==> src/icache_pkg.sv <==
package icache_pkg;

    //////////////////////////////
    // address geometry
    //////////////////////////////

    // byte address from the core
    localparam int unsigned ADDR_W = 32;

    // 4 KiB, 2 ways, 32-byte lines
    localparam int unsigned LINE_BYTES = 32;
    localparam int unsigned NUM_SETS   = 64;

    // tag | index | offset split of an address
    localparam int unsigned OFFSET_W = 5;
    localparam int unsigned INDEX_W  = 6;
    localparam int unsigned TAG_W    = ADDR_W - INDEX_W - OFFSET_W;

    //////////////////////////////
    // refill burst
    //////////////////////////////

    // one 64-bit beat per AXI transfer
    localparam int unsigned BEAT_W         = 64;
    localparam int unsigned BEATS_PER_LINE = LINE_BYTES * 8 / BEAT_W;
    localparam int unsigned BEAT_CNT_W     = $clog2(BEATS_PER_LINE);

    // ARLEN is beats minus one
    localparam logic [7:0] BURST_LEN  = 8'(BEATS_PER_LINE - 1);
    // ARSIZE 3 means 8 bytes per beat
    localparam logic [2:0] BURST_SIZE = 3'd3;

    //////////////////////////////
    // shared types
    //////////////////////////////

    typedef logic [LINE_BYTES*8-1:0] line_t;
    typedef logic [TAG_W-1:0]        tag_t;
    typedef logic [INDEX_W-1:0]      index_t;

endpackage

==> src/icache_ctrl.sv <==
module icache_ctrl (
    input  logic                          I_clk,
    input  logic                          I_rst,
    input  logic                          cpu_req,
    input  logic [icache_pkg::ADDR_W-1:0] cpu_addr,
    output logic                          cpu_ready,
    output logic                          cpu_rvalid,
    output logic [31:0]                   cpu_inst,
    input  logic [1:0]                    way_hit,
    input  logic                          victim_way,
    output logic                          alloc,
    output logic [icache_pkg::ADDR_W-1:0] req_addr,
    output logic                          refill_start,
    input  logic                          refill_done,
    input  icache_pkg::line_t             refill_line,
    output logic                          way0_en,
    output logic                          way0_we,
    output logic                          way1_en,
    output logic                          way1_we,
    output icache_pkg::index_t            ram_addr,
    output icache_pkg::line_t             ram_wdata,
    input  icache_pkg::line_t             way0_rdata,
    input  icache_pkg::line_t             way1_rdata
);

    typedef enum logic [2:0] {
        IDLE,
        LOOKUP,
        HIT_DATA,
        REFILL,
        ALLOC,
        RESP
    } state_t;

    state_t            state;
    logic              hit_way_q;
    logic              hit;
    logic [2:0]        word_sel;
    icache_pkg::line_t src_line;

    assign hit      = |way_hit;
    // word within line, byte bits ignored
    assign word_sel = req_addr[icache_pkg::OFFSET_W-1:2];

    //////////////////////////////
    // FSM
    //////////////////////////////

    always_ff @(posedge I_clk) begin
        if (I_rst) begin
            state     <= IDLE;
            req_addr  <= '0;
            hit_way_q <= 1'b0;
        end else begin
            case (state)
                IDLE: begin
                    if (cpu_req) begin
                        req_addr <= cpu_addr;
                        state    <= LOOKUP;
                    end
                end
                // tag compare is combinational on req_addr
                LOOKUP: begin
                    hit_way_q <= way_hit[1];
                    state     <= hit ? HIT_DATA : REFILL;
                end
                HIT_DATA: state <= RESP;
                REFILL: begin
                    if (refill_done) begin
                        state <= ALLOC;
                    end
                end
                ALLOC:   state <= RESP;
                RESP:    state <= IDLE;
                default: state <= IDLE;
            endcase
        end
    end

    assign cpu_ready    = (state == IDLE);
    assign cpu_rvalid   = (state == RESP);
    assign refill_start = (state == LOOKUP) && !hit;
    assign alloc        = (state == ALLOC);

    //////////////////////////////
    // RAM control
    //////////////////////////////

    // read hit way in LOOKUP, write victim way in ALLOC
    assign way0_en   = ((state == LOOKUP) && way_hit[0]) || (alloc && !victim_way);
    assign way1_en   = ((state == LOOKUP) && way_hit[1]) || (alloc && victim_way);
    assign way0_we   = alloc && !victim_way;
    assign way1_we   = alloc && victim_way;
    assign ram_addr  = req_addr[icache_pkg::OFFSET_W +: icache_pkg::INDEX_W];
    assign ram_wdata = refill_line;

    //////////////////////////////
    // response word
    //////////////////////////////

    // refill line in ALLOC, else the way read last cycle
    assign src_line = (state == ALLOC) ? refill_line :
                      (hit_way_q ? way1_rdata : way0_rdata);

    always_ff @(posedge I_clk) begin
        if (state == HIT_DATA || state == ALLOC) begin
            cpu_inst <= src_line[{word_sel, 5'b0} +: 32];
        end
    end

    // one response per request, CPU waits before the next
    a_rvalid_pulse: assert property (
        @(posedge I_clk) disable iff (I_rst)
        cpu_rvalid |=> !cpu_rvalid
    ) else $error("icache_ctrl: cpu_rvalid held two cycles");

endmodule

==> config.mk <==
export PLATFORM = sky130hd
export DESIGN_NAME = icache_ctrl
export DESIGN_NICKNAME = d
export VERILOG_FILES = /design/src/icache_pkg.sv /design/src/icache_ctrl.sv
export SDC_FILE = /design/constraint.sdc
export NUM_CORES = 1
export LEC_CHECK = 0
export ABC_CLOCK_PERIOD_IN_PS = 3300
export BUFFER_PORTS_ARGS = -buffer_cell sky130_fd_sc_hd__buf_2
export CAP_MARGIN = 25
export CORE_AREA = 2 2 444 446
export DETAILED_ROUTE_END_ITERATION = 8
export DIE_AREA = 0 0 446 448
export PLACE_DENSITY = 0.31
export SETUP_SLACK_MARGIN = 0.15
export SLEW_MARGIN = 20
export SYNTH_ARGS = -nofsm -noshare
export SYNTH_HDL_FRONTEND = slang
export SYNTH_SLANG_ARGS = --single-unit
==> constraint.sdc <==
create_clock -name I_clk -period 3.3 [get_ports I_clk]
set_input_delay 0.33 -clock I_clk [delete_from_list [all_inputs] [get_ports I_clk]]
set_output_delay 0.33 -clock I_clk [all_outputs]
set_load 0.005 [all_outputs]
**Word-level counts from Yosys, hierarchy flattened**

Cells that the tools add are included.

- Memories: 0
- Word-level logic and storage cells: 33
- Bits in read-only memories: 0
- Register bits: 68
- Output and inout port bits: 334
- Bits of input ports: 807
- Memory bits (writable): 0
- Bits in latches: 0

- Multipliers: 0
- Muxes and demuxes: 6
- Equality and inequality tests: 7
- Add/subtract/negate cells: 0
- Bitwise logic cells: 0
- Order comparisons: 0
- Reduce and logical (&&, ||, !) cells: 15
- Shifts and indexed selects: 1
- Div/mod/pow operators: 0

Operators with widths:

| kind | number |
|---|---|
| 2-to-1 mux 256 bit | 2 |
| variable part select 256 x 9 -> 32 bit | 1 |
| one-hot mux 3 bit (4 select lines) | 1 |
| == test 3 x 2 -> 1 bit, second input constant | 2 |
| == test 3 bit, second input constant | 2 |
| 2-to-1 mux 3 bit | 2 |
| logical AND 1 bit | 5 |
| inequality test 2 bit, second input constant | 2 |
| AND reduction 2 bit | 2 |
| OR reduction 2 bit | 2 |
| == test 3 x 1 -> 1 bit, second input constant | 1 |
| logical NOT 3 bit | 1 |
| logical OR 1 bit | 3 |
| logical NOT 1 bit | 2 |
| 2-to-1 mux 1 bit | 1 |

**Depth between registers and ports, before layout**

- Depth after elaboration: 3
- Mapped depth: 8
- Mapped depth without buffers: 5

**Worst setup path after synthesis**

Ideal clock, no wire load.

- Path kind: flip-flop to flip-flop
- Start point: register state[2]
- End point: register cpu_inst[0] (enable)
- Cell stages (with the launch flop): 4
- Path slack: 0.820 ns
- Required time: 2.879 ns
- Path buffers: 1
- Setup time: 0.421 ns
- Data arrival time: 2.059 ns
- Period minus slack after synthesis: 2.480 ns
- Cells stage by stage: dfxtp_1 > clkbuf_1 > xnor2_1 > nor2_1

- Cells in the longest elaborated chain, start to end: 2
- Elaborated cells between the ends (all ways): 3
- Those cells by class: eq/ne (2); reduce/logical (1)

Ends and longest elaborated chain:

| what | RTL line | text |
|---|---|---|
| from (decl) | icache_ctrl.sv:35 | `state_t state;` |
| from (signal assigned) | icache_ctrl.sv:65 | `state <= hit ? HIT_DATA : REFILL;` |
| == test 3 x 2 -> 1 bit / == test 3 bit (equally long branches) | icache_ctrl.sv:106 | `if (state == HIT_DATA \|\| state == ALLOC) begin` |
| logical OR 1 bit (*) | icache_ctrl.sv:106 |  |
| to (signal assigned) | icache_ctrl.sv:107 | `cpu_inst <= src_line[{word_sel, 5'b0} +: 32];` |
| to (decl) | icache_ctrl.sv:8 | `output logic [31:0] cpu_inst,` |

Mark *: on every way between the ends. The rest lies on a longest branch, timed or not.
A chain may end at the register's enable or synchronous reset.

**Final worst setup path**

- Start point: register state[2]
- End point: register cpu_inst[13], data pin

- Cells in the longest elaborated chain, start to end: 3

Ends and longest elaborated chain:

| what | RTL line | text |
|---|---|---|
| == test 3 bit | icache_ctrl.sv:102 | `assign src_line = (state == ALLOC) ? refill_line :` |
| 2-to-1 mux 256 bit | icache_ctrl.sv:102 |  |
| variable part select 256 x 9 -> 32 bit | icache_ctrl.sv:107 |  |

No other way between the ends.

==> results.txt <==
Layout Area Growth over Synthesis -> 69.5%
Hold path cells -> 2
Post_cts resized -> 0
R2r setup slk -> 0.61 ns
Worst setup EP type -> flop
Synth area leaders -> mux4_2, buf_4, mux2i_1, edfxtp_1, dfxtp_1
DRC -> 0
Synth async-reset ratio -> 0%
Synth Area in XOR/XNOR -> 0.0808%
Synthesized cell area -> 10800 um2
Hold EP -> state[1]
Actual slew at the worst max-slew pin -> 0.926 ns
Synth warn -> 0
Count of max-cap constraint violations -> 0
Static leakage -> 7.69 nW
Post-layout util -> 9.44%
Peak VDD IR -> 0.263 mV
Total Routing Usage GR -> 11.6%
Post-Synth Simple-Gate Area -> 7.64%
Post-synthesis sequential area ratio -> 15.5%
Hold Crit Class -> input port to flop
CTS tree -> built
Slew Viols, Final -> 0
Syn avg cell area -> 9.50 um2
Buf/Inv on CP -> 1
Routed WL per cell -> 26.5 um
Seq cells post-synth -> 68
Synth area leader -> mux4_2
Starting Density -> 5.57%
Crit path launch type -> flop
CP top delay family -> compound AO/OA/AOI/OAI gates
Top-count cell post-synth -> buf_4
Via/cell ratio -> 2.99
DR vias -> 13700
Post-synth top area share -> 26.6%
Vert. Die Dim -> 448 um
FF-to-FF Start -> state[2]
Final GP Congestion -> 0.934
Die Width -> 446 um
Initial antenna violation count -> 160
Worst Slack Setup Final -> 0.607 ns
Final Hold Viols -> 0
Met2 Usage GRT -> 19.1%
Port Buf Inserts -> 1140
Multiplexer share of the synthesized area -> 38.8%
Final Cycle Share -> 81.6%
Die area -> 200000 um2
First-pass GRT wire length -> 147000 um
Placement Setup Slack -> 0.480 ns
Core ar. -> 195000 um2
Largest family of logic cells by synthesized area -> multiplexers
Cell Chain, Critical Path -> or3b_4 -> buf_12 -> o211ai_1 -> a32o_1
Instance count on the critical path -> 4
Tmin final -> 2.69 ns
RSZ-0062 raised after global routing -> false
Setup TNS -> 0 ns
Pwr dens -> 280 nW/um2
Crit-path slowest cell -> o211ai_1
Req. time, crit path -> 3.62 ns
Fmax -> 371 MHz
DRT iter0 DRCs -> 1001
Compound-gate portion of the synthesized area -> 14.9%
CP peak stage delay -> 0.79 ns
Clk buf depth -> 2
Layout cells sized above 1 -> 69.5%
Synthesized Nets -> 1948
H-tree depth -> 3
Clk sinks -> 68
Pin count of the biggest net entering global routing -> 115
Global route hottest layer -> met2
Post-Place Cell Area -> 17900 um2
Nets@finish -> 2791
R2R cell count -> 4
# Post-CTS Setup Buffers -> 0
Final Skew -> 0.0247 ns
Final ANT Viol Nets -> 0
Drt pass-1 iters -> 5
Clock transition at path regs -> 0.09 ns
Clk Latency, worst-skew pair -> 0.45 ns
Critical path data arrival time -> 3.02 ns
Post-Syn Instances -> 1141
CTS buffer count -> 9
Hold Crit Start -> refill_done
Top_reg_cell synth -> dfxtp_1
Grt total ovfl -> 0
Post-synth top cells -> buf_4, nand2_1, mux4_2, a21oi_1, mux2i_1
Met1 usage -> 14.0%
Setup Viol. Count Final -> 0
Netlist cell types -> 32
Kind of critical path -> flop to flop
Relative slew slack -> 38.3%
Status -> completed
Vias in the first global route -> 13200
Finished Cell Area -> 18400 um2
Root Driver -> clkbuf_16
Site Rows -> 162
Final WL -> 122000 um
Adder-cell area share of the yosys netlist -> 0%
GR Layer Usage met3 -> 4.11%
Hpwl dp -> 109000 um
Top Ports -> 1141
CP max FO -> 114
Post-synth EDFFs -> 32
FF-to-FF End -> cpu_inst[13]
Hold buffers post-CTS -> 0
-- routing by layer --
metal  wire length (um)  part of all wire, %
met5                494                 0.41
met4               3630                  3.0
met3              11600                  9.5
met2              58300                   48
met1              47600                   39
-- area by class of cell --
| type | instances | area [um2] |
|---|---|---|
| multi-input cells | 702 | 6670 |
| diodes | 62 | 155 |
| inverters | 3 | 12.5 |
| fillers | 22900 | 176000 |
| clock inverters | 7 | 81.3 |
| repair buffers | 1200 | 6340 |
| flip-flops and latches | 68 | 1700 |
| clock buffers | 9 | 225 |
| well taps | 2542 | 3180 |
-- where the power goes --
part	total (mW)	switching, mW	leakage [nW]	internal, mW
clock network	1.29	0.683	0.150	0.602
registers	1.10	0.0948	0.592	1.00
logic	2.77	1.46	6.94	1.31
-- cells in the final DEF (no fill, tap or decap) --
cell,count
clkbuf_16,9
clkinv_2,1
inv_6,3
nand3_1,1
mux2i_1,96
buf_4,45
buf_12,15
or3b_4,1
and3_1,2
a22oi_1,1
nor2b_1,1
nor2_4,1
o211ai_1,64
inv_8,1
clkinvlp_4,1
buf_2,1140
mux2_2,32
inv_4,1
edfxtp_1,32
dfxtp_1,32
dfxtp_4,4
nor3_1,2
o21a_1,1
a21oi_1,99
xnor2_1,1
nor4_1,2
inv_1,2
o21ai_0,2
nand2b_1,1
nor2_1,36
a211o_1,33
mux4_2,128
a32o_1,32
bufinv_16,1
a211oi_1,1
nand3b_1,1
and2_1,2
diode_2,62
nand2_1,162
-- state kept, by name (all words and copies together) (netlist names) --
register	cells
hit_way_q	1
cpu_inst	32
req_addr	32
state	3
-- cells by family after synthesis --
logic type	count (synthesis)
xor+xnor	1
compound gates	233
mux	256
buf+inv	371
simple gates	212
flops	68
-- through the flow --
step	hold WS (ns)	instances	power, mW
floorplan	0.428	1141	2.55
global placement	0.443	4514	3.99
detailed placement	0.445	4515	3.98
CTS	0.0121	4531	5.43
global route	0.0595	4561	5.55
finish	0.104	4593	5.15
-- how the worst max path moves through the flow --
stage                         start      endpoint  slack, ns
after floorplan            state[2]   cpu_inst[0]       0.82
after global placement    hit_way_q  cpu_inst[30]       0.50
after detailed placement  hit_way_q  cpu_inst[30]       0.48
after CTS                  state[0]       way1_we       0.43
after global routing       state[2]       way1_we       0.44
final                      state[2]  cpu_inst[13]       0.61
(Power assumes the default switching activity.)
