## config.mk

```make
export PLATFORM = sky130hd
export DESIGN_NAME = tag_store
export DESIGN_NICKNAME = d
export VERILOG_FILES = /design/src/icache_pkg.sv /design/src/tag_store.sv
export SDC_FILE = /design/constraint.sdc
export NUM_CORES = 2
export LEC_CHECK = 0
export BUFFER_PORTS_ARGS = -buffer_cell sky130_fd_sc_hd__buf_2
export CAP_MARGIN = 20
export CORE_MARGIN = 1
export CORE_UTILIZATION = 40
export CTS_CLUSTER_SIZE = 10
export DETAILED_ROUTE_END_ITERATION = 10
export GPL_TIMING_DRIVEN = 0
export PLACE_DENSITY = 0.62
export REMOVE_ABC_BUFFERS = 1
export SYNTH_ARGS = -nofsm -noshare
export SYNTH_HDL_FRONTEND = slang
export SYNTH_SLANG_ARGS = --single-unit
```

## constraint.sdc

```tcl
create_clock -name I_clk -period 8.6 [get_ports I_clk]
set_clock_uncertainty 0.05 [all_clocks]
set_input_delay 0.86 -clock I_clk [delete_from_list [all_inputs] [get_ports I_clk]]
set_output_delay 0.86 -clock I_clk [all_outputs]
set_load 0.005 [all_outputs]
```

## src/icache_pkg.sv

```systemverilog
package icache_pkg;

    //////////////////////////////
    // address geometry
    //////////////////////////////

    // byte address from the core
    localparam int unsigned ADDR_W = 32;

    // 4 KiB, 2 ways, 32-byte lines
    localparam int unsigned LINE_BYTES = 32;
    localparam int unsigned NUM_SETS   = 64;

    // tag | index | offset split of an address
    localparam int unsigned OFFSET_W = 5;
    localparam int unsigned INDEX_W  = 6;
    localparam int unsigned TAG_W    = ADDR_W - INDEX_W - OFFSET_W;

    //////////////////////////////
    // refill burst
    //////////////////////////////

    // one 64-bit beat per AXI transfer
    localparam int unsigned BEAT_W         = 64;
    localparam int unsigned BEATS_PER_LINE = LINE_BYTES * 8 / BEAT_W;
    localparam int unsigned BEAT_CNT_W     = $clog2(BEATS_PER_LINE);

    // ARLEN is beats minus one
    localparam logic [7:0] BURST_LEN  = 8'(BEATS_PER_LINE - 1);
    // ARSIZE 3 means 8 bytes per beat
    localparam logic [2:0] BURST_SIZE = 3'd3;

    //////////////////////////////
    // shared types
    //////////////////////////////

    typedef logic [LINE_BYTES*8-1:0] line_t;
    typedef logic [TAG_W-1:0]        tag_t;
    typedef logic [INDEX_W-1:0]      index_t;

endpackage

```

## src/tag_store.sv

```systemverilog
module tag_store (
    input  logic                          I_clk,
    input  logic                          I_rst,
    input  logic [icache_pkg::ADDR_W-1:0] lookup_addr,
    input  logic                          alloc,
    input  logic [icache_pkg::ADDR_W-1:0] alloc_addr,
    output logic [1:0]                    way_hit,
    output logic                          victim_way
);

    // tag and valid per way and set
    icache_pkg::tag_t                tag_q   [2][icache_pkg::NUM_SETS];
    logic [icache_pkg::NUM_SETS-1:0] valid_q [2];

    // address fields
    icache_pkg::tag_t   lk_tag;
    icache_pkg::index_t lk_index;
    icache_pkg::tag_t   al_tag;
    icache_pkg::index_t al_index;

    assign lk_tag   = lookup_addr[icache_pkg::ADDR_W-1 -: icache_pkg::TAG_W];
    assign lk_index = lookup_addr[icache_pkg::OFFSET_W +: icache_pkg::INDEX_W];
    assign al_tag   = alloc_addr[icache_pkg::ADDR_W-1 -: icache_pkg::TAG_W];
    assign al_index = alloc_addr[icache_pkg::OFFSET_W +: icache_pkg::INDEX_W];

    //////////////////////////////
    // lookup
    //////////////////////////////

    // combinational compare of both ways in the set
    for (genvar w = 0; w < 2; w++) begin : g_hit
        assign way_hit[w] = valid_q[w][lk_index] &&
                            (tag_q[w][lk_index] == lk_tag);
    end

    // way 1 only when way 0 full and way 1 empty
    // otherwise way 0 gets replaced
    assign victim_way = valid_q[0][al_index] && !valid_q[1][al_index];

    //////////////////////////////
    // allocate
    //////////////////////////////

    // valid bits cleared by reset
    always_ff @(posedge I_clk) begin
        if (I_rst) begin
            valid_q[0] <= '0;
            valid_q[1] <= '0;
        end else if (alloc) begin
            valid_q[victim_way][al_index] <= 1'b1;
        end
    end

    // tag written with the valid bit
    always_ff @(posedge I_clk) begin
        if (alloc) begin
            tag_q[victim_way][al_index] <= al_tag;
        end
    end

    //////////////////////////////
    // checks
    //////////////////////////////

    // controller only allocates after a miss, so a tag lives in one way only
    a_single_hit: assert property (
        @(posedge I_clk) disable iff (I_rst)
        !(&way_hit)
    ) else $error("tag_store: both ways hit");

endmodule

```

After elaboration in Yosys (flattened, before gate mapping)
Memory sizes are Yosys's and may differ from the RTL's.
Cells that the tools add are included.
{"block": "word_totals", "ff_bits": 0, "ramBits": 2816, "in_bits": 67, "mem_count": 2}
{"memory": "tag_q", "words": 2, "word_bits": 1344, "read_ports": 2, "rd_ports_with_merged_regs": 0, "wr": 1, "line_no": "tag_store.sv:12", "rtl": "icache_pkg::tag_t tag_q [2][icache_pkg::NUM_SETS];"}
{"memory": "valid_q", "words": 2, "word_bits": 64, "read_ports": 2, "rd_ports_with_merged_regs": 0, "wr": 2, "line_no": "tag_store.sv:13", "rtl": "logic [icache_pkg::NUM_SETS-1:0] valid_q [2];"}
{"block": "classes", "magnitude_cmp": 6, "n_eq_ne": 2, "muxes": 27, "bitwise": 2, "n_reduce_logical": 7}
{"operator": "1344-bit 2-to-1 mux", "n": 1}
{"operator": "21-bit binary-select mux with 6-bit select", "n": 2}
{"operator": "64-bit 2-to-1 mux", "n": 3}
{"operator": "21-bit demux with 6-bit select", "n": 1}
{"operator": "21-bit 2-to-1 mux", "n": 5}
{"operator": "64-bit OR reduction", "n": 1}
{"operator": "21-bit == test", "n": 2}
{"operator": "1-bit binary-select mux with 6-bit select", "n": 4}
{"operator": "7-bit >= comparator (second input constant)", "n": 2}
{"operator": "6-bit by 7-bit < comparator with 1-bit output (second input constant)", "n": 2}
{"operator": "6-bit inverter with 7-bit output", "n": 2}
{"operator": "1-bit 2-to-1 mux", "n": 10}
{"operator": "7-bit by 1-bit < comparator with 1-bit output (second input constant)", "n": 1}
{"operator": "1-bit demux with 6-bit select", "n": 1}
{"operator": "6-bit by 1-bit >= comparator with 1-bit output (second input constant)", "n": 1}
{"operator": "1-bit logical AND", "n": 5}
{"operator": "1-bit zero test", "n": 1}

Longest topological paths before layout
{"block": "depth", "depth_word": 7, "ltp_mapped": 15}

Worst setup path after synthesis
Ideal clock, no wire load.
{"block": "synth_path", "kind": "input to register", "from": "input alloc_addr[5] (netlist bit)", "to": "memory tag_q[0][105] (netlist bit) (enable)", "arrival_ns": 4.290, "required_time_ns": 8.122, "path_slack_ns": 3.832, "stages": 11, "n_path_buf": 5, "cell_sequence": "buf_2 > buf_2 > buf_4 > buf_2 > nand2_1 > o221ai_1 > a21oi_1 > o21ai_1 > o21bai_2 > buf_2 > nor3_1"}
{"block": "synth_via", "elab_chain_cells": 6}
{"element": "start: declaration", "line_no": "tag_store.sv:6", "rtl": "input logic [icache_pkg::ADDR_W-1:0] alloc_addr,"}
{"element": "6-bit inverter with 7-bit output (implied by the code)", "line_no": "tag_store.sv:57", "rtl": "tag_q[victim_way][al_index] <= al_tag;"}
{"element": "7-bit >= comparator (implied by the code) / 7-bit by 1-bit < comparator with 1-bit output (equally long branches)", "line_no": "tag_store.sv:57"}
{"element": "1-bit logical AND (implied by the code)", "line_no": "tag_store.sv:57"}
{"element": "21-bit 2-to-1 mux (implied by the code)", "line_no": "tag_store.sv:57"}
{"element": "21-bit demux with 6-bit select", "line_no": "tag_store.sv:57"}
{"element": "1344-bit 2-to-1 mux (implied by the code)", "line_no": "tag_store.sv:57"}
{"element": "end: declaration", "line_no": "tag_store.sv:12"}
Parallel ways exist; a longest one is shown, timed or not. The select of a mux whose other input is x is not followed.

Worst setup path in the final report
{"block": "layout_path", "from": "input lookup_addr[5] (netlist bit)", "to": "output way_hit[0]"}
{"block": "layout_via", "elab_chain_cells": 6}
{"element": "start: declaration", "line_no": "tag_store.sv:4", "rtl": "input logic [icache_pkg::ADDR_W-1:0] lookup_addr,"}
{"element": "6-bit inverter with 7-bit output (implied by the code)", "line_no": "tag_store.sv:33", "rtl": "(tag_q[w][lk_index] == lk_tag);"}
{"element": "21-bit binary-select mux with 6-bit select", "line_no": "tag_store.sv:33"}
{"element": "21-bit 2-to-1 mux (implied by the code) (2 in a row)", "line_no": "tag_store.sv:33"}
{"element": "21-bit == test", "line_no": "tag_store.sv:33"}
{"element": "1-bit logical AND (*)", "line_no": "tag_store.sv:32", "rtl": "assign way_hit[w] = valid_q[w][lk_index] &&"}
{"element": "end: declaration", "line_no": "tag_store.sv:7", "rtl": "output logic [1:0] way_hit,"}
Mark *: on every way between the ends. The rest lies on a longest branch, timed or not. The select of a mux whose other input is x is not followed.

==> impl_results.md <==
* Area growth from synthesis to layout at 14.85%
* Number of max-cap violations at 0
* DP Worst Slack at roughly 0.14 ns
* Status: complete, no violations
* Via Count at a little under 60000
* Yosys warnings at 0
* Min Hold Slack at 0.3190 ns
* Final Hold Vio Count at 0
* Layout Utilization at 0.4616
* Vias per cell at 6.202
* RSZ-0062 raised after global routing: false
* Synth area leader: edfxtp_1
* Clk sink count at 2816
* Post-route insts no fill at around 9300
* Clk Latency, worst-skew pair at approximately 0.88 ns
* FMAX at 0.1231 GHz
* Die X at between 500 and 600 microns
* Total GRT Usage at 0.2278
* Worst path arrival time at roughly 7.2 ns
* Final slew viol count at 0
* Most frequent cells in the layout: edfxtp_1 (2688), mux4_2 (620), clkbuf_16 (332), mux2i_1 (200), nor2_1 (188)
* Worst endpoint required time at approximately 7.7 ns
* Worst-margin pin slew at roughly 1.2 ns
* Die Y at approximately 530 microns
* Kind of end point of the critical path: primary output
* Top post-synthesis cells by area: edfxtp_1 (73%), mux4_2 (13%), dfxtp_1 (2.3%), mux2i_1 (1.8%), nor2_1 (1.0%)
* Yosys reg bits at roughly 2800
* Crit path launch: lookup_addr[5]
* Nets at 5700
* Vias in the first global route at 56426
* Starting Density at 0.4020
* Worst path slowest cell: nor4b_2
* Primary FF master, synth: edfxtp_1
* PD cells at 227.4 mW/mm^2
* CTS Buffer Depth at 4
* Max stage delay on crit path at 0.69 ns
* Syn Area/Cell at about 20 sq um
* Largest net degree at the start of global routing at ~100
* DRT antenna net count at 0
* Layout cells sized above 1 at 0.2551
* Cell row count at between 150 and 200
* Total wire length at ~320000 microns
* I/O pins at 70
* Initial antenna violation count at 25
* Reg2reg start: valid_q[1][55]$_DFF_P_
* Hold crit path type: input pin to flip-flop
* Tot Pwr at approximately 29 mW
* Slew HR at 0.1797
* Ys async rst share at 0
* CTS root buffer: clkbuf_16
* Post-synth EDFFs at ~2700
* Post-Syn Instances at between 5000 and 6000
* Pleak at 39.25 nW
* CP most frequent cell: buf_16
* Drt wl/cell at between 30 and 40 microns
* Register area share after synthesis at 0.7572
* Buffers and inverters on the worst path at 6
* # port buffers at 59
* DR DRC count at 0
* Post-route cell area at between 0.1 and 0.15 sq mm
* Global-route wire length before repair at ~440000 microns
* TNS Setup at 0 ns
* CORE AREA at 0.2736 sq mm
* Synthesized area at ~0.11 sq mm
* DIE AREA at approximately 0.28 sq mm
* Cell breakdown of the critical path: buf_12 > buf_16 > buf_16 > buf_16 > buf_16 > mux4_2 > a22oi_1 > nand3_1 > nand4_1 > o31ai_1 > a311oi_1 > nand4b_1 > nor4_1 > nor4b_2 > buf_2
* RD Place Congestion at around 0.84
* Fin crit period at 8.125 ns
* DP Cell Count at approximately 9000
* Hpwl dp at approximately 200000 microns
* Reg clk slew, reported paths at approximately 0.05 ns
* Post-synth top area share at 0.7339
* Yosys cell types at 80
* Global route overflow at 0
* Setup ws final at roughly 0.47 ns
* TritonCTS Buffers at about 330
* Final setup violation count at 0
* Critical-path maximum fanout at between 100 and 150
* Crit Path Class: input pin to primary output
* Area after DPL at 0.1174 sq mm
* Delay-heaviest family, CP: buffers and inverters
* Worst vdd ir at approximately 0.00018 V
* H-tree levels at 5
* Most common cell after layout, fill and taps aside: edfxtp_1
* CTS tree: yes
* Detailed Routing Iterations Pass 1 at 8
* Starting DRT DRC Count at ~8700
* Worst Setup Start Kind: input pin
* HP Start: I_rst
* Final Cycle Share at 0.9448
==> synthesized netlist by cell type (12+ instances only) <==
master    count
mux4_1       23
buf_2        97
xnor2_1      16
nor2_1      304
o21ba_2      24
a32oi_1      12
o22ai_1      82
mux2i_1     200
nor4_1       13
nand2_1     171
a22o_1       12
nand2b_1     14
dfxtp_1     128
a21oi_1     169
mux2_2       40
and2_1       15
o21ai_0      39
mux4_2      620
a22oi_1     106
nand3_1      56
a211oi_1     15
nor2b_1      24
buf_6        32
o221ai_1     35
clkbuf_1    119
buf_4        38
nor3_1       57
a31oi_1      16
a221oi_1     29
xor2_1       19
edfxtp_1   2688
buf_1        19
==> cell families (layout without fill, tap and decap cells) <==
group	count (synthesis)	in the layout	synth area share
muxes	883	883	0.1547
and+or+nand+nor	718	718	0.02951
AOI/OAI and AO/OA	616	616	0.03888
buffers and inverters	326	620	0.01690
xor gates and xnor gates	35	35	0.002787
DFF	2816	2816	0.7572
other	0	16	0
==> layer usage <==
layer,share of wire,vias to the layer above,global-route usage
met5,0.000084,-,0
met4,0.044,4,0.09651
met3,0.097,630,0.04945
met2,0.47,3163,0.3537
met1,0.39,30930,0.3106
li1,-,22905,-
==> area by class of cell <==
type | count | area, sq um
Antenna cell | 16 | 40.04
Clock inverter | 19 | 279.0
Sequential cell | 2816 | 83280
Inverter | 12 | 62.56
Timing Repair Buffer | 226 | 3839
Fill cell | 22394 | 147300
Multi-Input combinational cell | 2252 | 25910
Tap cell | 3589 | 4491
Clock buffer | 363 | 8413
==> report_power, final <==
| part | total, mW | leakage, nW | internal, mW | switching, mW |
|---|---|---|---|---|
| Clock | 12.0 | 4.25 | 6.88 | 5.12 |
| Sequential | 15.1 | 25.2 | 15.1 | 0.0132 |
| Combinational | 1.64 | 9.80 | 0.544 | 1.10 |
| Total | 28.7 | 39.3 | 22.5 | 6.23 |
==> timing repair <==
item	in CTS	in global routing
setup buffers	0	0
endpoints found under the setup margin	0	1
hold buffers	0	0
resized for setup	0	1
==> state kept, by name, summed over array words and instances (netlist names) <==
name / count
valid_q: 128
tag_q: 2688
==> final timing paths <==
kind | end | slack, ns | cells after the start
worst max-delay path | way_hit[0] | 0.47 | 15
worst min-delay path | valid_q[1][54]$_DFF_P_ | 0.32 | 2
worst max register to register | tag_q[1][106]$_DFFE_PP_ | 3.64 | 7
worst min register to register | valid_q[0][51]$_DFF_P_ | 0.44 | 2
No activity file was read; power rests on OpenSTA's default activity.
