--- config.mk ---
export PLATFORM = sky130hd
export DESIGN_NAME = refill_unit
export DESIGN_NICKNAME = d
export VERILOG_FILES = /design/src/icache_pkg.sv /design/src/refill_unit.sv
export SDC_FILE = /design/constraint.sdc
export NUM_CORES = 1
export LEC_CHECK = 0
export BUFFER_PORTS_ARGS = -buffer_cell sky130_fd_sc_hd__clkbuf_2
export CAP_MARGIN = 20
export CORE_AREA = 2 2 155 157
export CTS_BUF_LIST = sky130_fd_sc_hd__clkbuf_2
export CTS_CLUSTER_DIAMETER = 60
export CTS_CLUSTER_SIZE = 25
export DETAILED_ROUTE_END_ITERATION = 7
export DIE_AREA = 0 0 157 159
export MAX_ROUTING_LAYER = met4
export PLACE_DENSITY = 0.69
export SYNTH_ARGS = -nofsm -noshare
export SYNTH_HDL_FRONTEND = slang
export SYNTH_SLANG_ARGS = --single-unit
--- constraint.sdc ---
create_clock -name I_clk -period 8.4 [get_ports I_clk]
set_input_delay 2.1 -clock I_clk [delete_from_list [all_inputs] [get_ports I_clk]]
set_output_delay 2.1 -clock I_clk [all_outputs]
set_load 0.005 [all_outputs]
--- src/icache_pkg.sv ---
package icache_pkg;

    //////////////////////////////
    // address geometry
    //////////////////////////////

    // byte address from the core
    localparam int unsigned ADDR_W = 32;

    // 4 KiB, 2 ways, 32-byte lines
    localparam int unsigned LINE_BYTES = 32;
    localparam int unsigned NUM_SETS   = 64;

    // tag | index | offset split of an address
    localparam int unsigned OFFSET_W = 5;
    localparam int unsigned INDEX_W  = 6;
    localparam int unsigned TAG_W    = ADDR_W - INDEX_W - OFFSET_W;

    //////////////////////////////
    // refill burst
    //////////////////////////////

    // one 64-bit beat per AXI transfer
    localparam int unsigned BEAT_W         = 64;
    localparam int unsigned BEATS_PER_LINE = LINE_BYTES * 8 / BEAT_W;
    localparam int unsigned BEAT_CNT_W     = $clog2(BEATS_PER_LINE);

    // ARLEN is beats minus one
    localparam logic [7:0] BURST_LEN  = 8'(BEATS_PER_LINE - 1);
    // ARSIZE 3 means 8 bytes per beat
    localparam logic [2:0] BURST_SIZE = 3'd3;

    //////////////////////////////
    // shared types
    //////////////////////////////

    typedef logic [LINE_BYTES*8-1:0] line_t;
    typedef logic [TAG_W-1:0]        tag_t;
    typedef logic [INDEX_W-1:0]      index_t;

endpackage

--- src/refill_unit.sv ---
module refill_unit (
    input  logic                          I_clk,
    input  logic                          I_rst,
    input  logic                          refill_start,
    input  logic [icache_pkg::ADDR_W-1:0] miss_addr,
    output logic [icache_pkg::ADDR_W-1:0] mem_araddr,
    output logic                          mem_arvalid,
    output logic [7:0]                    mem_arlen,
    output logic [2:0]                    mem_arsize,
    input  logic                          mem_arready,
    input  logic [icache_pkg::BEAT_W-1:0] mem_rdata,
    input  logic                          mem_rvalid,
    input  logic                          mem_rlast,
    output logic                          mem_rready,
    output icache_pkg::line_t             refill_line,
    output logic                          refill_done
);

    typedef enum logic [1:0] {
        IDLE,
        ADDR,
        DATA
    } state_t;

    state_t                            state;
    logic [icache_pkg::BEAT_CNT_W-1:0] beat_cnt;
    logic                              beat_fire;

    // fixed burst shape, one full line
    assign mem_arlen  = icache_pkg::BURST_LEN;
    assign mem_arsize = icache_pkg::BURST_SIZE;

    // AR up in ADDR, R accepted in DATA
    assign mem_arvalid = (state == ADDR);
    assign mem_rready  = (state == DATA);
    assign beat_fire   = mem_rvalid && mem_rready;

    //////////////////////////////
    // burst FSM
    //////////////////////////////

    always_ff @(posedge I_clk) begin
        if (I_rst) begin
            state       <= IDLE;
            beat_cnt    <= '0;
            refill_done <= 1'b0;
        end else begin
            // done is a single pulse
            refill_done <= 1'b0;
            case (state)
                IDLE: begin
                    if (refill_start) begin
                        state    <= ADDR;
                        beat_cnt <= '0;
                    end
                end
                // hold AR until the slave takes it
                ADDR: begin
                    if (mem_arready) begin
                        state <= DATA;
                    end
                end
                DATA: begin
                    if (beat_fire) begin
                        beat_cnt <= beat_cnt + 1'b1;
                        if (mem_rlast) begin
                            state       <= IDLE;
                            refill_done <= 1'b1;
                        end
                    end
                end
                default: state <= IDLE;
            endcase
        end
    end

    // line-aligned address, captured on start
    // beats shift in from the top, beat 0 ends at the bottom
    always_ff @(posedge I_clk) begin
        if (state == IDLE && refill_start) begin
            mem_araddr <= {miss_addr[icache_pkg::ADDR_W-1:icache_pkg::OFFSET_W],
                           {icache_pkg::OFFSET_W{1'b0}}};
        end
        if (beat_fire) begin
            refill_line <= {mem_rdata,
                            refill_line[icache_pkg::LINE_BYTES*8-1:icache_pkg::BEAT_W]};
        end
    end

    //////////////////////////////
    // checks
    //////////////////////////////

    a_araddr_stable: assert property (
        @(posedge I_clk) disable iff (I_rst)
        mem_arvalid && !mem_arready |=> $stable(mem_araddr)
    ) else $error("refill_unit: araddr changed while waiting for arready");

    // slave must end the burst on the fourth beat, no earlier or later
    a_rlast_fourth: assert property (
        @(posedge I_clk) disable iff (I_rst)
        beat_fire |-> (mem_rlast ==
            (beat_cnt == icache_pkg::BEAT_CNT_W'(icache_pkg::BEATS_PER_LINE - 1)))
    ) else $error("refill_unit: rlast on wrong beat");

endmodule

# Yosys cells after proc, flatten, opt, wreduce, memory -nomap -nowiden
# Cells that the tools add are included.
[word_totals]
regBits = 286
in_bits = 102
out_inout_bits = 302
wordCells = 23
[op_classes]
n_eq_ne = 6
muxes = 6
bitwise = 2
n_reduce_logical = 5
[op_table]
columns = ["cell", "count"]
rows = [
  ["$mux 2", 4],
  ["$pmux 2 s3", 1],
  ["$ne 2x1->1 const B", 2],
  ["$ne 2x2->1 const B", 2],
  ["$reduce_and 4->1", 1],
  ["$reduce_or 3->1", 1],
  ["$eq 2x1->1 const B", 1],
  ["$eq 2x2->1 const B", 1],
  ["$logic_and 1x1->1", 2],
  ["$logic_not 2->1", 1],
  ["$not 1->1", 2],
  ["$mux 1", 1],
]

# Depth between registers and ports, before layout
# Gate-level depths: netlist (run 1).
[depth]
depth_word = 4
mapped_depth = 3
depth_no_buf = 3

# Worst setup path before layout (run 1)
# OpenSTA, ideal clock, no wires.
[synth_path]
path_type = "input port to flip-flop"
startpoint = "input port mem_rvalid"
endpoint = "register refill_line[0] (enable)"
setup_ps = 647
t_arrival_ps = 7886
t_required_ps = 7753
path_slack_ps = -133
cell_stages = 1
n_path_buf = 0
cell_sequence = "and2_1"
[synth_between]
elab_chain_len = 1
[synth_rtl]
columns = ["element", "line", "rtl"]
rows = [
  ["start: declaration", "refill_unit.sv:12", "input logic mem_rvalid,"],
  ["$logic_and 1x1->1", "refill_unit.sv:36", "assign beat_fire = mem_rvalid && mem_rready;"],
  ["end signal: assignment", "refill_unit.sv:85", "refill_line <= {mem_rdata,"],
  ["end: declaration", "refill_unit.sv:15", "output icache_pkg::line_t refill_line,"],
]
# No other way between the ends.
# A chain may end at the register's enable or synchronous reset.

# Worst setup path after layout (run 1)
[layout_path]
startpoint = "register state[1]"
endpoint = "output port mem_rready"
[layout_between]
elab_chain_len = 1
[layout_rtl]
columns = ["element", "line", "rtl"]
rows = [
  ["start: declaration", "refill_unit.sv:25", "state_t state;"],
  ["start signal: assignment", "refill_unit.sv:44", "state <= IDLE;"],
  ["start signal: assignment", "refill_unit.sv:53", "state <= ADDR;"],
  ["start signal: assignment", "refill_unit.sv:60", "state <= DATA;"],
  ["$eq 2x2->1", "refill_unit.sv:35", "assign mem_rready = (state == DATA);"],
  ["end: declaration", "refill_unit.sv:14", "output logic mem_rready,"],
]
# No other way between the ends.

==> results of run 1 <==
## layer usage
metal	vias to the layer above	part of all wire
met5	-	0
met4	0	0.038
met3	39	0.10
met2	265	0.50
met1	2129	0.36
li1	2061	-
## metrics by stage
step / cells / utilization / instance area [um^2]
floorplan: 329 / - / 8820
global placement: 1018 / 0.476 / 11000
detailed placement: 1018 / 0.476 / 11000
CTS: 1061 / 0.492 / 11400
global route: 1063 / 0.492 / 11400
finish: 1063 / 0.492 / 11400
## final timing paths
path / end / slack, ns
worst max-delay path: mem_rready / 4.66
worst min-delay path: refill_line[166]$_DFFE_PP_ / 0.37
worst max register to register: refill_line[179]$_DFFE_PP_ / 5.56
worst min register to register: refill_line[166]$_DFFE_PP_ / 0.37
## worst max-delay path: stages, from the launching register on
cell and delay [ns]:
dfxtp_1 0.48, and2b_4 0.20, clkbuf_2 0.11
## cells by family (layout without fill, tap and decap cells)
kind of cell | Yosys count | after routing
other | 2 | 18
AOI/OAI and AO/OA | 2 | 2
and+or+nand+nor | 9 | 9
DFF | 286 | 286
buffers and inverters | 16 | 429
## final cells by class
cell class	instances	area (um^2)	area share
timing repair buffer	386	1940	0.170
tap	319	399	0.0350
clock buffer	27	135	0.0118
multi-input combinational	27	141	0.0124
clock inverter	16	233	0.0204
sequential	286	8560	0.750
antenna	2	5.00	0.000439
## power breakdown
part,switching [mW],internal (mW)
combinational,0.0398,0.0339
sequential,0.0106,1.59
clock,0.524,0.155
## registers in the layout, summed over array words and instances (netlist names)
signal and flops:
refill_line 256, refill_done 1, state 2, mem_araddr 27
## Yosys cell counts
library cell    n
a211oi_1        1
nor2_1          2
nand2b_1        2
conb_1          2
a22oi_1         1
and2b_4         1
nand2_1         1
buf_4          16
and2_1          1
edfxtp_1      283
nor3b_2         1
dfxtp_1         3
nor2b_2         1
==> impl_metrics.json, run 1 <==
{
  "clk_latency_ns": 0.93,
  "portBuffers": 382,
  "grt_pass1_wl_mm": 26.1,
  "drtAntennaViolNets": 0,
  "drt_first_iter_violations": 262,
  "viasPerCell": 4.23,
  "dieWidth_um": 157,
  "path_max_fanout": 4,
  "period_minus_slack_ns": 3.74,
  "gp_congestion": 0.805,
  "cts_setup_buffers": 0,
  "routed_wl_mm": 18.5,
  "clk_pin_slew_worst_paths_ns": 0.40,
  "syn_area_um2": 8760,
  "path_class": "flip-flop to primary output",
  "fin_crit_sh": 0.446,
  "setup_viol": 0,
  "drc": 0,
  "cts-htree-levels": 1,
  "grt_start_max_net_pins": 81,
  "synth_compound_area_frac": 0.00171,
  "arrival_ns": 1.64,
  "synth_top_family_by_area": "buffers and inverters",
  "synth_cell_type_count": 13,
  "clockBufferDepth": 3,
  "via_count": 4494,
  "antenna_found_initial": 2,
  "total_power_mw": 2.35,
  "muxShareOfSynthArea": 0,
  "ys_ff_latch": 286,
  "gr-max-usage-layer": "met2",
  "holdWs_ns": 0.370,
  "hold_path_class": "flip-flop to flip-flop",
  "cts_made_buffers": 24,
  "wl_per_cell_um": 17.4,
  "initial_utilization": 0.378,
  "yosysWarnings": 0,
  "core-area_um2": 23200,
  "clkSinkCount": 286,
  "ir_drop_v": 0.000159,
  "p_per_area_nw_per_um2": 206,
  "cts_tree": "done",
  "syn_inst": 315,
  "max_freq_mhz": 267,
  "ios": 404,
  "dr.pass1.iters": 4,
  "drive_above_1_share": 0.584,
  "use_met2": 0.241,
  "met3_usage": 0.0487,
  "grt_pass1_vias": 4493,
  "finalHoldViolCount": 0,
  "cts_resized": 0,
  "timing.setup.tns_ns": 0,
  "synthAdderAreaFrac": 0,
  "status": "completed",
  "rows": 56,
  "rsz0062_at_grt": "no",
  "startpoint_type": "flip-flop",
  "cp_data_required_time_ns": 6.30,
  "hold_depth": 0,
  "endpoint_kind": "primary output",
  "worstMarginPinSlew_ns": 0.994,
  "relSlewSlack": 0.338,
  "fin_skew_ns": 0.101,
  "p_leak_nw": 4.50,
  "final-max-slew-violation-count": 0,
  "layout_setup_ws_ns": 4.66,
  "pre_cts_ws_ns": 4.02,
  "synth_area_leaders": "edfxtp_1 (97%), buf_4 (1.4%), dfxtp_1 (0.69%), nand2b_1 (0.14%), nor3b_2 (0.14%)",
  "area_growth_pct": 30.3,
  "layout_commonest_cell": "clkbuf_2",
  "synth_xor_xnor_area_share": 0,
  "grt-ovfl-total": 0,
  "grt_use_total": 0.144,
  "cp-startpoint": "state[1]$_SDFFE_PP0P_",
  "r2r-start": "state[1]$_SDFFE_PP0P_",
  "synth_top_area_frac": 0.970,
  "hold_start": "refill_line[230]$_DFFE_PP_",
  "root_buffer": "clkbuf_2",
  "reg2regPathDepth": 3,
  "final_cell_mix": "clkbuf_2 (409), edfxtp_1 (283), conb_1 (16), clkinv_8 (6)",
  "use_met1": 0.157,
  "die_h_um": 159,
  "nets": 827,
  "dp_hpwl_mm": 13.6,
  "nFillCells": 1945,
  "yosysSeqAreaShare": 0.977,
  "synthSimpleGateAreaFrac": 0.00700,
  "holdBufCountCts": 0,
  "synth_area_leader_cell": "edfxtp_1",
  "cap_violations": 0,
  "die_area_um2": 25000,
  "syn_area_per_cell_um2": 27.8
}
Note: power is estimated with default switching activity, not from simulation.
==> run 2, diff against run 1 <==
clock period = 3.4 ns   (was 8.4 ns; I/O delays follow)
==> run 2 against run 1 <==
  * Hold slack lost 0.23 ns
  * Register-to-register slack lost 4.1 ns
  * Via count grew 5.9%
  * Sequential power grew 150%
  * Wire length grew 7.0%
  * Global-route usage grew 0.86 points
  * Final cell count grew 5.8%
  * Design area grew 6.8%
  * Combinational power grew to 3.4 times the previous value
  * First-iteration DRC count shrank 5.3%
==> impl_metrics.json, run 2 (synthesis results as in run 1) <==
{
  "crit_chain": "and2b_4, clkbuf_2",
  "cp_num_buf_inv": 1,
  "via_count": 4757,
  "hold_path_class": "input pin to flip-flop",
  "fin_crit_sh": 0.749,
  "grt-ovfl-total": 0,
  "clkSinkCount": 286,
  "max_freq_mhz": 393,
  "final_cell_mix": "clkbuf_2 (404), edfxtp_1 (283), dlygate4sd3_1 (62), conb_1 (16), clkinv_8 (6)",
  "area_growth_pct": 39.1,
  "portBuffers": 382,
  "antenna_found_initial": 1,
  "drc": 0,
  "layout_commonest_cell": "clkbuf_2",
  "cts_made_buffers": 22,
  "cp_top_family": "flip-flops",
  "finalHoldViolCount": 0,
  "dr.pass1.iters": 4,
  "die_area_um2": 25000,
  "core-area_um2": 23200,
  "p_leak_nw": 4.81,
  "endpoint_kind": "primary output",
  "slowest_delay_ns": 0.50,
  "initial_utilization": 0.378,
  "final-max-slew-violation-count": 0,
  "grt_pass1_vias": 4813,
  "clk_pin_slew_worst_paths_ns": 0.39,
  "grt_pass1_wl_mm": 27.7,
  "regMostFlops": "refill_line",
  "cts_setup_buffers": 0,
  "timing.setup.tns_ns": 0,
  "wl_per_cell_um": 17.6,
  "p_per_area_nw_per_um2": 496,
  "setup_viol": 0,
  "instances_no_fill": 1125,
  "dp_hpwl_mm": 14.4,
  "cts_tree": "done",
  "status": "completed",
  "top_regs": "refill_line (256), mem_araddr (27), state (2)",
  "cap_violations": 0,
  "gp_congestion": 0.778,
  "drtAntennaViolNets": 0,
  "clockBufferDepth": 3,
  "arrival_ns": 1.70,
  "ios": 404,
  "cts-htree-levels": 1,
  "clk_latency_ns": 0.90,
  "cp_data_required_time_ns": 2.55,
  "routed_wl_mm": 19.8,
  "rsz0062_at_grt": "no",
  "period_minus_slack_ns": 2.55,
  "nets": 891,
  "path_class": "flip-flop to primary output",
  "grt_use_total": 0.152,
  "fin_skew_ns": 0.0798,
  "dp_cells": 1022,
  "startpoint_type": "flip-flop",
  "root_buffer": "clkbuf_2",
  "rows": 56,
  "viasPerCell": 4.23,
  "drive_above_1_share": 0.540,
  "grt_start_max_net_pins": 86,
  "die_h_um": 159,
  "largest_register_ffs": 256,
  "drt_first_iter_violations": 248,
  "path_max_fanout": 4,
  "ir_drop_v": 0.000365,
  "dieWidth_um": 157,
  "slowest_stage": "dfxtp_1"
}
==> run 2: area by class of cell <==
| type | instances | area (um^2) |
|---|---|---|
| timing repair buffer | 452 | 2660 |
| clock buffer | 22 | 110 |
| tap | 319 | 399 |
| antenna | 1 | 2.50 |
| sequential | 286 | 8560 |
| multi-input combinational | 27 | 141 |
| clock inverter | 18 | 322 |
| fill | 1869 | 11000 |
==> run 2: where the power goes <==
part / internal (mW) / total, mW / switching (mW)
combinational: 0.135 / 0.250 / 0.115
sequential: 3.93 / 3.96 / 0.0276
clock: 0.565 / 1.84 / 1.27
==> run 2: worst reg2reg max path, cell delays in order (launching register included) <==
cell and delay, ns:
dfxtp_1 0.50, and2b_4 0.19, and2_4 0.37, buf_12 0.42
==> run 2: final timing paths <==
check | start | to | slack [ns] | cells past startpoint
setup reg to reg | state[1]$_SDFFE_PP0P_ | refill_line[244]$_DFFE_PP_ | 1.49 | 3
hold / removal | mem_rdata[42] | refill_line[234]$_DFFE_PP_ | 0.14 | 1
hold reg to reg | refill_line[244]$_DFFE_PP_ | refill_line[180]$_DFFE_PP_ | 0.42 | 0
setup / recovery | state[1]$_SDFFE_PP0P_ | mem_rready | 0.85 | 2
==> run 2: per-stage QoR <==
| stage | hold WS (ns) | worst slack (ns) | util | total power, mW | cell area (um^2) |
|---|---|---|---|---|---|
| floorplan | 0.452 | 0.326 | - | 4.09 | 8820 |
| global route | 0.000425 | 0.680 | 0.526 | 6.25 | 12200 |
| global placement | 0.428 | 1.23 | 0.480 | 4.22 | 11100 |
| detailed placement | 0.431 | 1.22 | 0.480 | 4.23 | 11100 |
| finish | 0.139 | 0.854 | 0.526 | 6.05 | 12200 |
| CTS | 0.000620 | 0.728 | 0.524 | 6.12 | 12100 |
==> run 2: timing repair <==
item,in CTS,in global routing
gates resized for setup,0,0
hold endpoints to repair,60,4
hold buffers,58,4
==> run 2: per-layer routing <==
layer / wire, um / global-route usage / up-vias
met5: 0 / - / -
met4: 631 / 0.0525 / 0
met2: 10300 / 0.267 / 257
met1: 7150 / 0.165 / 2282
li1: - / - / 2183
met3: 1740 / 0.0425 / 35
